`src/hdl/motor_pkg.sv`:
```
package motor_pkg;

    // polarity of the h-bridge direction input
    typedef enum logic {
        whl_fwd = 1'b0,
        whl_rev = 1'b1
    } wheel_dir_t;

    typedef struct packed {
        wheel_dir_t dir;                             // wheel rotation sense.
        logic       pwm;                             // enable, chopped at the pwm rate.
    } wheel_cmd_t;

endpackage

```
`src/hdl/rover_cmd_pkg.sv`:
```
package rover_cmd_pkg;

    typedef logic [7:0] key_code_t;                  // nec command byte.

    localparam key_code_t key_cam    = 8'h0f;        // camera tracking.
    localparam key_code_t key_ir     = 8'h13;        // manual remote driving.
    localparam key_code_t key_idle   = 8'h10;
    localparam key_code_t key_fwd    = 8'h18;
    localparam key_code_t key_left   = 8'h08;
    localparam key_code_t key_right  = 8'h5a;
    localparam key_code_t key_stop   = 8'h1c;
    localparam key_code_t key_slow   = 8'h45;        // manual speed select.
    localparam key_code_t key_medium = 8'h46;
    localparam key_code_t key_fast   = 8'h47;

    typedef enum logic [1:0] {mode_idle = 2'b00, mode_cam = 2'b01, mode_ir = 2'b10} rover_mode_t;

    typedef enum logic [1:0] {cam_search = 2'b00, cam_follow = 2'b01, cam_pause = 2'b11} cam_state_t;

    typedef enum logic [2:0] {
        drv_stop   = 3'b000,
        drv_left   = 3'b001,
        drv_right  = 3'b010,
        drv_slow   = 3'b011,
        drv_medium = 3'b100,
        drv_fast   = 3'b101
    } drive_t;

    typedef logic [2:0] cam_dir_t;                   // other codes carry no direction.

    localparam cam_dir_t dir_left   = 3'b001;
    localparam cam_dir_t dir_right  = 3'b010;
    localparam cam_dir_t dir_center = 3'b011;

    localparam logic [1:0] spd_slow   = 2'd0;        // 3 means no speed estimate.
    localparam logic [1:0] spd_medium = 2'd1;
    localparam logic [1:0] spd_fast   = 2'd2;

    typedef struct packed {
        logic       orange;                          // target seen.
        cam_dir_t   dir;
        logic [1:0] speed;
    } cam_report_t;

endpackage

```
`src/hdl/drive_mode_fsm.sv`:
```
`timescale 1ns/1ps

module drive_mode_fsm import rover_cmd_pkg::*; (
    input  logic        clk_50,
    input  logic        rst_n,
    input  logic        key_valid,
    input  key_code_t   key,
    input  cam_report_t cam,
    output rover_mode_t mode,
    output cam_state_t  cam_state,
    output drive_t      drive
);

    rover_mode_t next_mode;
    cam_state_t  next_cam_state;
    drive_t      next_drive;
    drive_t      cam_drive;
    drive_t      man_drive;
    drive_t      man_speed;
    drive_t      next_man_speed;

    always_comb begin
        next_mode = mode;
        if (key_valid) begin
            case (key)
                key_cam:  next_mode = mode_cam;
                key_ir:   next_mode = mode_ir;
                key_idle: next_mode = mode_idle;
                default:  next_mode = mode;          // other keys keep the mode.
            endcase
        end
    end

    always_comb begin
        if (next_mode != mode_cam) begin
            next_cam_state = cam_pause;
        end else if (cam_state == cam_pause) begin
            next_cam_state = cam_search;             // fresh entry always searches first.
        end else begin
            next_cam_state = cam.orange ? cam_follow : cam_search;
        end
    end

    always_comb begin
        cam_drive = drv_stop;
        if (next_cam_state == cam_search) begin
            cam_drive = drv_right;                   // spin in place to look.
        end else if (next_cam_state == cam_follow) begin
            case (cam.dir)
                dir_left:   cam_drive = drv_left;
                dir_right:  cam_drive = drv_right;
                dir_center: begin
                    case (cam.speed)
                        spd_slow:   cam_drive = drv_slow;
                        spd_medium: cam_drive = drv_medium;
                        spd_fast:   cam_drive = drv_fast;
                        default:    cam_drive = drv_stop;
                    endcase
                end
                default: cam_drive = drv_stop;
            endcase
        end
    end

    always_comb begin
        man_drive      = drive;
        next_man_speed = man_speed;
        if (mode != mode_ir) begin
            man_drive = drv_stop;                    // just entering manual mode.
        end else if (key_valid) begin
            case (key)
                key_left:  man_drive = drv_left;
                key_right: man_drive = drv_right;
                key_stop:  man_drive = drv_stop;
                key_fwd:   man_drive = man_speed;
                key_slow, key_medium, key_fast: begin
                    next_man_speed = (key == key_slow) ? drv_slow :
                                     (key == key_medium) ? drv_medium : drv_fast;
                    if (drive inside {drv_slow, drv_medium, drv_fast}) begin
                        man_drive = next_man_speed;  // retune while rolling.
                    end
                end
                default: man_drive = drive;
            endcase
        end
    end

    always_comb begin
        case (next_mode)
            mode_cam: next_drive = cam_drive;
            mode_ir:  next_drive = man_drive;
            default:  next_drive = drv_stop;
        endcase
    end

    always_ff @(posedge clk_50 or negedge rst_n) begin
        if (!rst_n) begin
            mode      <= mode_idle;
            cam_state <= cam_pause;
            drive     <= drv_stop;
            man_speed <= drv_medium;
        end else begin
            mode      <= next_mode;
            cam_state <= next_cam_state;
            drive     <= next_drive;
            man_speed <= next_man_speed;
        end
    end

endmodule

```
`src/hdl/ir_nec_rx.sv`:
```
`timescale 1ns/1ps

module ir_nec_rx import rover_cmd_pkg::*; #(
    parameter int unit_cycles = 28125
) (
    input  logic      clk_50,
    input  logic      rst_n,
    input  logic      ir_in,
    output logic      key_valid,
    output key_code_t key
);

    // lengths are measured in quarter units for the 25 % window
    localparam int q_cycles = (unit_cycles >= 4) ? unit_cycles / 4 : 1;
    localparam int presc_w  = (q_cycles > 1) ? $clog2(q_cycles) : 1;

    typedef enum logic [2:0] {
        st_hunt,
        st_lead_burst,
        st_lead_space,
        st_bit_burst,
        st_bit_space,
        st_trailer
    } rx_state_t;

    logic               ir_s1;
    logic               ir_s2;
    logic               ir_d;
    logic               rise;
    logic               fall;
    logic [presc_w-1:0] presc;
    logic [6:0]         len;
    logic               space_zero;
    logic               space_one;
    logic               frame_ok;
    rx_state_t          state;
    logic [4:0]         bit_cnt;
    logic [31:0]        frame;

    // the count reads one quarter short of the time elapsed.
    function automatic logic len_ok(input logic [6:0] l, input int units);
        return (int'(l) >= 3 * units - 1) && (int'(l) <= 5 * units - 1);
    endfunction

    always_ff @(posedge clk_50 or negedge rst_n) begin
        if (!rst_n) begin
            ir_s1 <= 1'b1;                           // line idles high.
            ir_s2 <= 1'b1;
            ir_d  <= 1'b1;
        end else begin
            ir_s1 <= ir_in;
            ir_s2 <= ir_s1;
            ir_d  <= ir_s2;
        end
    end

    assign rise = ir_s2 & ~ir_d;                     // end of a burst.
    assign fall = ~ir_s2 & ir_d;                     // start of a burst.

    always_ff @(posedge clk_50 or negedge rst_n) begin
        if (!rst_n) begin
            presc <= '0;
            len   <= '0;
        end else if (rise || fall) begin
            presc <= '0;
            len   <= '0;
        end else if (presc == presc_w'(q_cycles - 1)) begin
            presc <= '0;
            if (len != 7'h7f) begin
                len <= len + 7'd1;                   // saturates well past any legal pulse.
            end
        end else begin
            presc <= presc + 1'b1;
        end
    end

    assign space_zero = len_ok(len, 1);
    assign space_one  = len_ok(len, 3);
    assign frame_ok   = (frame[23:16] == ~frame[31:24]);

    always_ff @(posedge clk_50 or negedge rst_n) begin
        if (!rst_n) begin
            state     <= st_hunt;
            bit_cnt   <= '0;
            key_valid <= 1'b0;
        end else begin
            key_valid <= 1'b0;
            case (state)
                st_hunt: begin
                    if (fall) state <= st_lead_burst;
                end
                st_lead_burst: begin
                    if (rise) state <= len_ok(len, 16) ? st_lead_space : st_hunt;
                end
                st_lead_space: begin
                    if (fall) begin
                        bit_cnt <= '0;
                        // a bad space may still open a fresh leader.
                        state   <= len_ok(len, 8) ? st_bit_burst : st_lead_burst;
                    end
                end
                st_bit_burst: begin
                    if (rise) state <= space_zero ? st_bit_space : st_hunt;
                end
                st_bit_space: begin
                    if (fall) begin
                        if (space_zero || space_one) begin
                            bit_cnt <= bit_cnt + 5'd1;
                            state   <= (bit_cnt == 5'd31) ? st_trailer : st_bit_burst;
                        end else begin
                            state <= st_lead_burst;
                        end
                    end
                end
                st_trailer: begin
                    if (rise) begin
                        key_valid <= space_zero && frame_ok;
                        state     <= st_hunt;
                    end
                end
                default: state <= st_hunt;
            endcase
        end
    end

    always_ff @(posedge clk_50) begin
        if (state == st_bit_space && fall && (space_zero || space_one)) begin
            frame <= {space_one, frame[31:1]};       // lsb first.
        end
        if (state == st_trailer && rise) begin
            key <= frame[23:16];                     // command byte.
        end
    end

endmodule

```
`src/hdl/motor_pwm.sv`:
```
`timescale 1ns/1ps

module motor_pwm import rover_cmd_pkg::*, motor_pkg::*; #(
    parameter int pwm_bits    = 8,
    parameter int duty_slow   = 64,
    parameter int duty_medium = 128,
    parameter int duty_fast   = 224,
    parameter int duty_turn   = 96
) (
    input  logic       clk_50,
    input  logic       rst_n,
    input  drive_t     drive,
    output wheel_cmd_t wheel_left,
    output wheel_cmd_t wheel_right
);

    logic [pwm_bits-1:0] cnt;
    logic [pwm_bits-1:0] cnt_next;
    logic                wrap;
    drive_t              drive_q;
    drive_t              drive_sel;
    logic [pwm_bits:0]   duty_sel;
    logic                pwm_q;

    // high count per period, one bit wider so full on fits
    function automatic logic [pwm_bits:0] duty_of(input drive_t d);
        case (d)
            drv_slow:            return (pwm_bits + 1)'(duty_slow);
            drv_medium:          return (pwm_bits + 1)'(duty_medium);
            drv_fast:            return (pwm_bits + 1)'(duty_fast);
            drv_left, drv_right: return (pwm_bits + 1)'(duty_turn);
            default:             return '0;
        endcase
    endfunction

    assign wrap      = &cnt;                         // last count of the period.
    assign cnt_next  = cnt + 1'b1;
    assign drive_sel = wrap ? drive : drive_q;       // value in force for cnt_next.
    assign duty_sel  = duty_of(drive_sel);

    always_ff @(posedge clk_50 or negedge rst_n) begin
        if (!rst_n) begin
            cnt     <= '0;
            drive_q <= drv_stop;
            pwm_q   <= 1'b0;
        end else begin
            cnt   <= cnt_next;
            pwm_q <= ({1'b0, cnt_next} < duty_sel);  // high for the first duty counts.
            if (wrap) begin
                drive_q <= drive;
            end
        end
    end

    always_comb begin
        wheel_left.dir  = whl_fwd;
        wheel_right.dir = whl_fwd;
        case (drive_q)
            drv_left:  wheel_left.dir  = whl_rev;    // spin left in place.
            drv_right: wheel_right.dir = whl_rev;
            default:   wheel_left.dir  = whl_fwd;
        endcase
        wheel_left.pwm  = pwm_q;
        wheel_right.pwm = pwm_q;
    end

endmodule

```
`src/hdl/rover_top.sv`:
```
`timescale 1ns/1ps

module rover_top import rover_cmd_pkg::*, motor_pkg::*; #(
    parameter int unit_cycles = 28125,
    parameter int pwm_bits    = 8,
    parameter int duty_slow   = 64,
    parameter int duty_medium = 128,
    parameter int duty_fast   = 224,
    parameter int duty_turn   = 96
) (
    input  logic        clk_50,
    input  logic        rst_n,
    input  logic        ir_in,
    input  cam_report_t cam,
    output rover_mode_t mode,
    output drive_t      drive,
    output wheel_cmd_t  wheel_left,
    output wheel_cmd_t  wheel_right
);

    logic       key_valid;
    key_code_t  key;
    cam_state_t cam_state;                           // search/follow/pause, kept inside.

    ir_nec_rx #(
        .unit_cycles(unit_cycles)
    ) ir_rx0 (
        .clk_50   (clk_50),
        .rst_n    (rst_n),
        .ir_in    (ir_in),
        .key_valid(key_valid),
        .key      (key)
    );

    drive_mode_fsm mode_fsm0 (
        .clk_50   (clk_50),
        .rst_n    (rst_n),
        .key_valid(key_valid),
        .key      (key),
        .cam      (cam),
        .mode     (mode),
        .cam_state(cam_state),
        .drive    (drive)
    );

    motor_pwm #(
        .pwm_bits   (pwm_bits),
        .duty_slow  (duty_slow),
        .duty_medium(duty_medium),
        .duty_fast  (duty_fast),
        .duty_turn  (duty_turn)
    ) motor0 (
        .clk_50     (clk_50),
        .rst_n      (rst_n),
        .drive      (drive),
        .wheel_left (wheel_left),
        .wheel_right(wheel_right)
    );

endmodule

```
`config.mk`:
```
export PLATFORM = sky130hd
export DESIGN_NAME = rover_top
export DESIGN_NICKNAME = d
export VERILOG_FILES = /design/src/hdl/motor_pkg.sv /design/src/hdl/rover_cmd_pkg.sv /design/src/hdl/drive_mode_fsm.sv /design/src/hdl/ir_nec_rx.sv /design/src/hdl/motor_pwm.sv /design/src/hdl/rover_top.sv
export SDC_FILE = /design/constraint.sdc
export NUM_CORES = 1
export LEC_CHECK = 0
export ABC_CLOCK_PERIOD_IN_PS = 2300
export BUFFER_PORTS_ARGS = -buffer_cell sky130_fd_sc_hd__buf_2
export CORE_MARGIN = 10
export CORE_UTILIZATION = 35
export CTS_CLUSTER_DIAMETER = 80
export CTS_CLUSTER_SIZE = 20
export DETAILED_ROUTE_END_ITERATION = 10
export PLACE_DENSITY = 0.51
export RECOVER_POWER = 100
export SYNTH_ARGS = -nofsm -noshare
export SYNTH_HDL_FRONTEND = slang
export SYNTH_SLANG_ARGS = --single-unit
```
`constraint.sdc`:
```
create_clock -name clk_50 -period 2.3 [get_ports clk_50]
set_input_delay 0.46 -clock clk_50 [delete_from_list [all_inputs] [get_ports clk_50]]
set_output_delay 0.46 -clock clk_50 [all_outputs]
set_load 0.01 [all_outputs]
```
==> flow_summary.yaml, run 1 <==
power:
  irDropWorstVdd_v: 0.000499
  seq_power_share_pct: 48.0
  power_frac_comb_pct: 10.6
  power_per_cell_area_mw_per_mm2: 680
  leakage_nw: 1.97
  power_switching_mw: 0.859
  pwr-share-clk_pct: 41.4
  internal-power_mw: 2.38
  sw_frac_of_total_pct: 26.6
global_routing:
  first_global_vias: 2844
  grt_start_max_net_pins: 32
  grt_pass1_wl_um: 13300
  grt.overflow.total: 0
  track_usage_pct: 10.0
  antenna_found_initial: 0
detailed_routing:
  antenna_left: 0
  drt_iter0_markers: 176
  via_count: 2830
  drc: 0
  dr.pass1.iters: 4
  wl_met1_um: 3590
  wl_met3_um: 275
  wl_per_cell_um: 13.4
  vias_per_cell: 5.04
  routed.top_layer: "met4"
  met2_wirelength_um: 3610
  wl_um: 7550
timing:
  fin_crit_sh_pct: 107
  drv_slew: 0
  slew_headroom_pct: 9.20
  tns_ns: -0.247
  finalHoldViolCount: 0
  clock.fmax_mhz: 407
  setup_violations: 3
  tightest_slew_ns: 1.36
  setup_ws_ns: -0.158
  grt_setup_unrepaired: "true"
  min_period_ns: 2.46
  clock_skew_ns: 0.0124
layout:
  multi_input_comb_area_sq_mm: 0.00188
  regArea_sq_mm: 0.00208
  drive_gt1_share_pct: 19.0
  areaGrowthSynthToFinish_pct: 20.3
  num-nets-final: 442
  nFillCells: 1059
  fin_area_sq_mm: 0.00476
  final_core_util_pct: 43.5
  finalNonFillerCells: 561
  n_antenna_cell: 0
worst_setup_path:
  cp-start-kind: "flop"
  required_ns: 2.52
  worst-path-max-fanout: 3
  critical_path_class: "reg -> reg"
  cp.arrival_ns: 2.68
  cp-end-kind: "flop"
  reg2reg_from: "ir_rx0.key[5]"
  crit_start: "ir_rx0.key[5]"
synthesis:
  seq_area_frac_synth_pct: 52.6
  synth_area_sq_mm: 0.00396
  avgSynthCellArea_sq_um: 10.7
  synth_area_leader_cell: "dfrtp_1"
  synth-edff-count: 24
  synth_nets: 396
  netlist.area_leader.share_pct: 30.4
  synth_seq_cells: 78
  yosys_most_used_dff: "dfrtp_1"
  syn_inst: 370
  synthDistinctLibCells: 56
  yosys-top-cells-area: "dfrtp_1 30%, edfxtp_1 18%, ha_1 5.4%"
  async_flop_share_pct: 69.2
  synth-warning-count: 0
place:
  io_buffer_count: 17
  dpl_worst_slack_ns: -0.253
  gp_congestion: 0.786
  placed_area_sq_mm: 0.00437
  numPlacedInstances: 540
  dp_hpwl_um: 5360
die:
  dieArea_sq_mm: 0.0160
  initial_core_util_pct: 36.2
  dieHeight_um: 126
  coreArea_sq_mm: 0.0109
  io_pins: 18
  fp-row-count: 38
  chipWidth_um: 126
outcome:
  outcome: "complete, but fails checks"
  violations: "setup timing"
cts:
  clk_pin_slew_ns: 0.07
  clock_latency_ns: 0.34
  cts_buffers: 9
  clk_path_buf_depth: 2
  cts_root_buf: "clkbuf_16"
  cts_tree: "built"
  cts.sinks: 78
  h-tree-depth: 3
hold_path:
  hp-start: "ir_in"
  hold_class: "in -> reg"
run:
  maxCapViolCount: 0
## registers in the layout, indices dropped and copies added, names as in the netlist
register             count
ir_rx0.frame            16
ir_rx0.presc            13
ir_rx0.key               8
motor0.cnt               8
ir_rx0.len               7
ir_rx0.bit_cnt           5
ir_rx0.state             3
mode_fsm0.drive          3
mode_fsm0.man_speed      3
motor0.drive_q           3
mode_fsm0.cam_state      2
mode_fsm0.mode           2
ir_rx0.ir_d              1
ir_rx0.ir_s1             1
ir_rx0.ir_s2             1
ir_rx0.key_valid         1
motor0.pwm_q             1
## metrics by stage
| stage | total power [mW] | hold slack, ns |
|---|---|---|
| 5_1_grt | 3.42 | 0.197 |
| 6_report | 3.23 | 0.209 |
| 3_3_place_gp | 1.88 | 0.349 |
| 2_1_floorplan | 1.76 | 0.164 |
| 4_1_cts | 3.30 | 0.143 |
| 3_5_place_dp | 1.88 | 0.347 |
## path summary, 6_finish.rpt
check | endpoint | slack [ns] | cells past startpoint
min in group asynchronous | mode_fsm0.mode[0] | 0.42 | 1
worst max register to register | mode_fsm0.drive[0] | -0.16 | 12
worst min-delay path | ir_rx0.ir_s1 | 0.21 | 1
max in group asynchronous | ir_rx0.presc[0] | 0.44 | 2
worst min register to register | ir_rx0.ir_s2 | 0.37 | 0
worst max-delay path | mode_fsm0.drive[0] | -0.16 | 12
## synth_stat cells, types with 9 or more instances
master	number
ha_1	17
inv_1	21
nand2_1	32
edfxtp_1	24
nand3_1	15
a21oi_1	17
o21ai_0	10
nor2_1	30
xnor2_1	13
nand2b_1	9
xor2_1	15
dfrtp_1	48
## power by group through the flow
stage / sequential (mW) / combinational, mW / clock (mW)
after floorplan: 1.55 / 0.215 / 0
after global placement: 1.58 / 0.299 / 0
after detailed placement: 1.58 / 0.305 / 0
after CTS: 1.55 / 0.355 / 1.39
after global routing: 1.57 / 0.394 / 1.46
final: 1.55 / 0.343 / 1.34
## cell families after synthesis
family	after synthesis	share of synthesized area [%]
simple gates	141	18.6
flops	78	52.6
compound gates	63	10.7
buf+inv	32	3.51
xor+xnor	28	6.20
fa+ha+maj	17	5.38
mux	11	2.97
## layer usage
| metal | vias up | global-route usage, % |
|---|---|---|
| met3 | 5 | 4.21 |
| met1 | 1375 | 12.1 |
| met2 | 36 | 15.9 |
| met4 | 0 | 3.01 |
| met5 | - | 0 |
| li1 | 1414 | - |
## cell usage in the layout (no fill, tap or decap), types with 6 or more instances in the layout
cell type,instances
nand4_1,7
ha_1,15
nor2b_1,7
nor2_1,30
xor2_1,15
buf_2,7
nand2_1,29
dfrtp_1,48
nor3_1,6
nand2b_1,9
xnor2_1,13
clkbuf_16,9
inv_1,21
o21ai_0,9
clkbuf_1,15
nand3_1,15
a21oi_1,14
buf_4,23
edfxtp_1,24
## critical path, cell delays in order (launching register included)
cell and delay (ns):
edfxtp_1 0.39, nor3_2 0.20, nand2_2 0.11, nor4b_4 0.34
buf_4 0.17, a21bo_4 0.12, a21oi_2 0.05, ha_2 0.21
nand2_4 0.08, a2111oi_4 0.04, a221oi_2 0.23, a211oi_2 0.12
mux2_4 0.27
## cell type report
| cell class | instances | share of cell area (%) |
|---|---|---|
| Timing Repair Buffer | 46 | 5.65 |
| Inverter | 21 | 1.66 |
| Multi-Input combinational cell | 260 | 39.4 |
| Sequential cell | 78 | 43.7 |
| Clock buffer | 9 | 4.73 |
| Clock inverter | 7 | 1.18 |
| Tap cell | 140 | 3.68 |
## timing repair
item,in CTS,in global routing
buffers inserted,5,0
hold buffers,0,0
pin swaps,12,9
setup endpoints to repair,3,6
gates resized for setup,24,6
hold endpoints to repair,0,0
No activity file was read; power rests on OpenSTA's default activity.
==> run 2, diff against run 1 <==
--- a/config.mk
+++ b/config.mk
@@ -14,6 +14,8 @@
 export DETAILED_ROUTE_END_ITERATION = 10
 export PLACE_DENSITY = 0.51
 export RECOVER_POWER = 100
+export SETUP_SLACK_MARGIN = 0.3
+export SKIP_LAST_GASP = 1
 export SYNTH_ARGS = -nofsm -noshare
 export SYNTH_HDL_FRONTEND = slang
 export SYNTH_SLANG_ARGS = --single-unit
==> run 2 against run 1 <==
The flow still finishes with violations (setup timing). Routed wire length grew 2.8%. Clock skew shrank 0.0066 ns. Sequential power is essentially flat. Global-route usage shrank 0.17 points. Count of clock-buffer cells in the layout grew 1. Die area is the same. Total power grew 2.2%.
==> flow_summary.yaml, run 2 (synthesis results as in run 1) <==
outcome:
  outcome: "complete, but fails checks"
  violations: "setup timing"
power:
  power_per_cell_area_mw_per_mm2: 674
  leakage_nw: 2.02
  irDropWorstVdd_v: 0.000298
global_routing:
  grt_start_max_net_pins: 55
  grt.overflow.total: 0
  first_global_vias: 2825
  track_usage_pct: 9.82
  grt_pass1_wl_um: 13300
  antenna_found_initial: 0
detailed_routing:
  vias_per_cell: 4.96
  dr.pass1.iters: 4
  drt_iter0_markers: 132
  wl_per_cell_um: 13.7
  via_count: 2810
  drc: 0
  antenna_left: 0
  wl_um: 7760
place:
  dpl_worst_slack_ns: -0.171
  gp_congestion: 0.797
  dp_hpwl_um: 5290
  placed_area_sq_mm: 0.00437
  numPlacedInstances: 536
  io_buffer_count: 17
die:
  io_pins: 18
  dieHeight_um: 126
  coreArea_sq_mm: 0.0109
  chipWidth_um: 126
  fp-row-count: 38
  dieArea_sq_mm: 0.0160
  initial_core_util_pct: 36.2
timing:
  fin_crit_sh_pct: 102
  clock.fmax_mhz: 426
  grt_setup_unrepaired: "true"
  setup_ws_ns: -0.0492
  slew_headroom_pct: 7.59
  tightest_slew_ns: 1.39
  min_period_ns: 2.35
  clock_skew_ns: 0.00578
  tns_ns: -0.0492
  drv_slew: 0
  finalHoldViolCount: 0
  setup_violations: 1
run:
  maxCapViolCount: 0
worst_setup_path:
  cp.buffers_inverters: 0
  cp-end-kind: "flop"
  cp_top_family: "simple AND/OR/NAND/NOR gates"
  path_cells: "nor3_2, nand2_2, nor4b_4, nand2_1, a21o_1, ha_2, nand2_2, a2111oi_4, a221oi_1, a211oi_1, mux2_2"
  cp.arrival_ns: 2.57
  critPathSlowestCell: "edfxtp_1"
  cp_common_cell: "nand2_2"
  worst-path-max-fanout: 3
  critical_path_class: "reg -> reg"
  required_ns: 2.52
  slowest_delay_ns: 0.40
  cp-start-kind: "flop"
cts:
  cts.sinks: 78
  clk_path_buf_depth: 2
  cts_buffers: 9
  clock_latency_ns: 0.33
  cts_root_buf: "clkbuf_16"
  clk_pin_slew_ns: 0.06
  ctsHoldBuffers: 0
  cts_tree: "built"
  h-tree-depth: 3
layout:
  n_antenna_cell: 0
  largest_register_ffs: 16
  finalNonFillerCells: 567
  areaGrowthSynthToFinish_pct: 24.1
  top_regs: "ir_rx0.frame (16), ir_rx0.presc (13)"
  top_register: "ir_rx0.frame"
  num-nets-final: 448
  drive_gt1_share_pct: 24.8
  layout_common_cells: "48 x dfrtp_1, 30 x nand2_1, 30 x buf_4, 29 x nor2_1, 24 x edfxtp_1"
  nFillCells: 1010
  final_common_cell: "dfrtp_1"
  fin_area_sq_mm: 0.00491
hold_path:
  hold_class: "in -> reg"
==> run 2: cell count changes in the layout (fill, tap and decap cells not counted), sizes merged <==
cell      delta
clkinv       -3
clkinvlp     +2
clkbuf       -7
inv          -1
buf         +14
bufinv       +1
==> run 2: worst reg2reg max path, delay by kind of cell (launching register included) <==
family                   cells  cell delay [ns]
multiplexers                 1             0.27
flip-flops                   1             0.40
adder cells (fa/ha/maj)      1             0.18
AO/OA/AOI/OAI                4             0.58
AND/OR/NAND/NOR              5             0.82
==> run 2: power breakdown <==
group | switching [mW] | internal, mW | leakage (nW) | total [mW]
logic | 0.180 | 0.146 | 0.964 | 0.326
clock network | 0.578 | 0.848 | 0.136 | 1.43
registers | 0.0741 | 1.48 | 0.925 | 1.55
total | 0.831 | 2.47 | 2.02 | 3.31
==> run 2: through the flow <==
stage	power (mW)	hold WS (ns)	util [%]
2_1_floorplan	1.77	0.164	-
3_3_place_gp	1.87	0.349	40.0
3_5_place_dp	1.88	0.349	40.0
4_1_cts	3.35	0.131	44.3
5_1_grt	3.47	0.213	44.9
6_report	3.31	0.225	44.9
==> run 2: worst paths after layout <==
path	start	to	slack [ns]	cells past startpoint
max	ir_rx0.key[5]	mode_fsm0.drive[0]	-0.05	11
min	ir_in	ir_rx0.ir_s1	0.23	1
max reg2reg	ir_rx0.key[5]	mode_fsm0.drive[0]	-0.05	11
min reg2reg	ir_rx0.ir_s1	ir_rx0.ir_s2	0.36	0
max in group asynchronous	rst_n	ir_rx0.len[5]	0.93	2
min in group asynchronous	rst_n	mode_fsm0.drive[1]	0.52	2
==> run 2: timing repair <==
action	in CTS	in global routing
hold endpoints to repair	0	0
endpoints found under the setup margin	22	24
gates resized for setup	18	15
pin swaps	11	6
buffers inserted	11	4
==> run 2: metal layers <==
metal  GRT usage, %  wire (um)
met2           16.3       3750
met3           3.00        272
met5              0          0
met1           12.0       3650
met4           3.01         83
==> run 2: area by class of cell <==
| type | count | area [sq um] | share of cell area, % |
|---|---|---|---|
| well taps | 140 | 175 | 3.57 |
| multi-input cells | 260 | 1920 | 39.2 |
| inverters | 21 | 82.6 | 1.68 |
| flip-flops and latches | 78 | 2080 | 42.4 |
| clock buffers | 10 | 229 | 4.67 |
| clock inverters | 6 | 70.1 | 1.43 |
| repair buffers | 52 | 348 | 7.09 |
==> run 3, diff against run 2 <==
--- a/config.mk
+++ b/config.mk
@@ -15,6 +15,7 @@
 export PLACE_DENSITY = 0.51
 export RECOVER_POWER = 100
 export SETUP_SLACK_MARGIN = 0.3
+export SKIP_CTS_REPAIR_TIMING = 1
 export SKIP_LAST_GASP = 1
 export SYNTH_ARGS = -nofsm -noshare
 export SYNTH_HDL_FRONTEND = slang
==> run 3 against run 2 <==
The run still ends with setup timing left. Final cell count shrank 0.53%. Via count up 0.36%. Total power fell by 0.28%. First-iteration DRC count is 20% lower. Count of clock-buffer cells in the layout unchanged. Routed wire length up 0.77%. Utilization fell by 0.63 points. Die area unchanged. Global-route usage decreased by 0.22 points. Sequential cell count unchanged. Design area decreased by 1.4%. Critical path type unchanged. Highest routed layer unchanged.
==> flow_summary.yaml, run 3 (synthesis results as in run 1) <==
outcome:
  outcome: "complete, but fails checks"
  violations: "setup timing"
detailed_routing:
  wl_met3_um: 284
  routed.top_layer: "met4"
  drc: 0
  met2_wirelength_um: 3800
  dr.pass1.iters: 4
  via_count: 2820
  antenna_left: 0
  wl_per_cell_um: 13.9
  wl_um: 7820
  drt_iter0_markers: 106
  vias_per_cell: 5.00
  wl_met1_um: 3650
place:
  io_buffer_count: 17
  gp_congestion: 0.797
  dp_hpwl_um: 5290
global_routing:
  track_usage_pct: 9.60
  antenna_found_initial: 0
  grt_pass1_wl_um: 13000
  grt_start_max_net_pins: 55
  grt.overflow.total: 0
  first_global_vias: 2748
worst_setup_path:
  cp_top_family: "simple AND/OR/NAND/NOR gates"
  cp-end-kind: "flop"
  reg2reg_slack_ns: -0.16
  critical_path_class: "reg -> reg"
  required_ns: 2.52
  worst-path-max-fanout: 3
  cp.arrival_ns: 2.68
  cp-start-kind: "flop"
  cp_common_cell: "nand2_2"
  slowest_delay_ns: 0.40
  cp.buffers_inverters: 0
  path_cells: "nor3_2, nand2_2, nor4b_4, nand2_1, a21o_1, ha_2, nand2_2, a2111oi_4, a221oi_1, a211oi_1, mux2_4"
  critPathSlowestCell: "edfxtp_1"
layout:
  num-nets-final: 445
  areaGrowthSynthToFinish_pct: 22.3
  final_common_cell: "dfrtp_1"
  drive_gt1_share_pct: 23.8
  layout_common_cells: "47 x dfrtp_1, 30 x nand2_1, 29 x nor2_1, 27 x buf_4, 24 x edfxtp_1"
  top_regs: "ir_rx0.frame (16), ir_rx0.presc (13)"
  n_antenna_cell: 0
  final_core_util_pct: 44.2
  top_register: "ir_rx0.frame"
  largest_register_ffs: 16
die:
  dieArea_sq_mm: 0.0160
  chipWidth_um: 126
  io_pins: 18
  dieHeight_um: 126
  initial_core_util_pct: 36.2
  coreArea_sq_mm: 0.0109
  fp-row-count: 38
timing:
  finalHoldViolCount: 0
  setup_ws_ns: -0.162
  tightest_slew_ns: 1.38
  clock.fmax_mhz: 406
  min_period_ns: 2.46
  setup_violations: 2
  drv_slew: 0
  clock_skew_ns: 0.00682
  fin_crit_sh_pct: 107
  grt_setup_unrepaired: "true"
  slew_headroom_pct: 7.82
power:
  leakage_nw: 2.01
  irDropWorstVdd_v: 0.000302
  power_per_cell_area_mw_per_mm2: 681
  total_power_mw: 3.30
cts:
  clock_latency_ns: 0.33
  cts_buffers: 9
  cts_root_buf: "clkbuf_16"
  clk_path_buf_depth: 2
  cts.sinks: 78
  cts_tree: "built"
  clk_pin_slew_ns: 0.06
  h-tree-depth: 3
run:
  maxCapViolCount: 0
hold_path:
  hold_class: "in -> reg"
[run 3: changes by cell type in the layout (fill, tap and decap cells not counted), sizes merged]
cell / change
clkbuf: +1
clkinvlp: +1
buf: -5
[run 3: layout make-up]
class / count / area (sq um)
repair buffers: 48 / 309
well taps: 140 / 175
inverters: 21 / 82.6
fillers: 1021 / 6100
multi-input cells: 260 / 1880
repair inverters: 1 / 7.51
clock buffers: 10 / 229
flip-flops and latches: 78 / 2080
clock inverters: 6 / 70.1
[run 3: final timing paths]
check                                   start  depth (start not counted)            endpoint
worst max register to register  ir_rx0.key[5]                         11  mode_fsm0.drive[0]
worst min register to register   ir_rx0.ir_s1                          0        ir_rx0.ir_s2
worst min-delay path                    ir_in                          1        ir_rx0.ir_s1
worst max-delay path            ir_rx0.key[5]                         11  mode_fsm0.drive[0]
min in group asynchronous               rst_n                          2  mode_fsm0.drive[1]
max in group asynchronous               rst_n                          2       ir_rx0.len[0]
[run 3: layer usage]
layer / vias up / track usage, %
met3: 8 / 3.00
met5: - / 0
met1: 1352 / 11.9
li1: 1418 / -
met4: 0 / 3.01
met2: 42 / 15.6
[run 3: power breakdown]
group          switching (mW)  internal (mW)
clock network           0.579          0.848
logic                   0.178          0.137
registers              0.0747           1.48
total                   0.831           2.47
[run 3: metrics by stage]
| step | cell area (sq um) | setup TNS, ns | setup WS, ns | hold slack, ns | instances |
|---|---|---|---|---|---|
| 2_1_floorplan | 4010 | 0 | 0.0997 | 0.164 | 370 |
| 3_3_place_gp | 4370 | -0.114 | -0.0923 | 0.349 | 536 |
| 3_5_place_dp | 4370 | -0.239 | -0.171 | 0.349 | 536 |
| 4_1_cts | 4670 | -0.298 | -0.205 | 0.131 | 552 |
| 5_1_grt | 4840 | -0.703 | -0.321 | 0.213 | 564 |
| 6_report | 4840 | -0.245 | -0.162 | 0.227 | 564 |
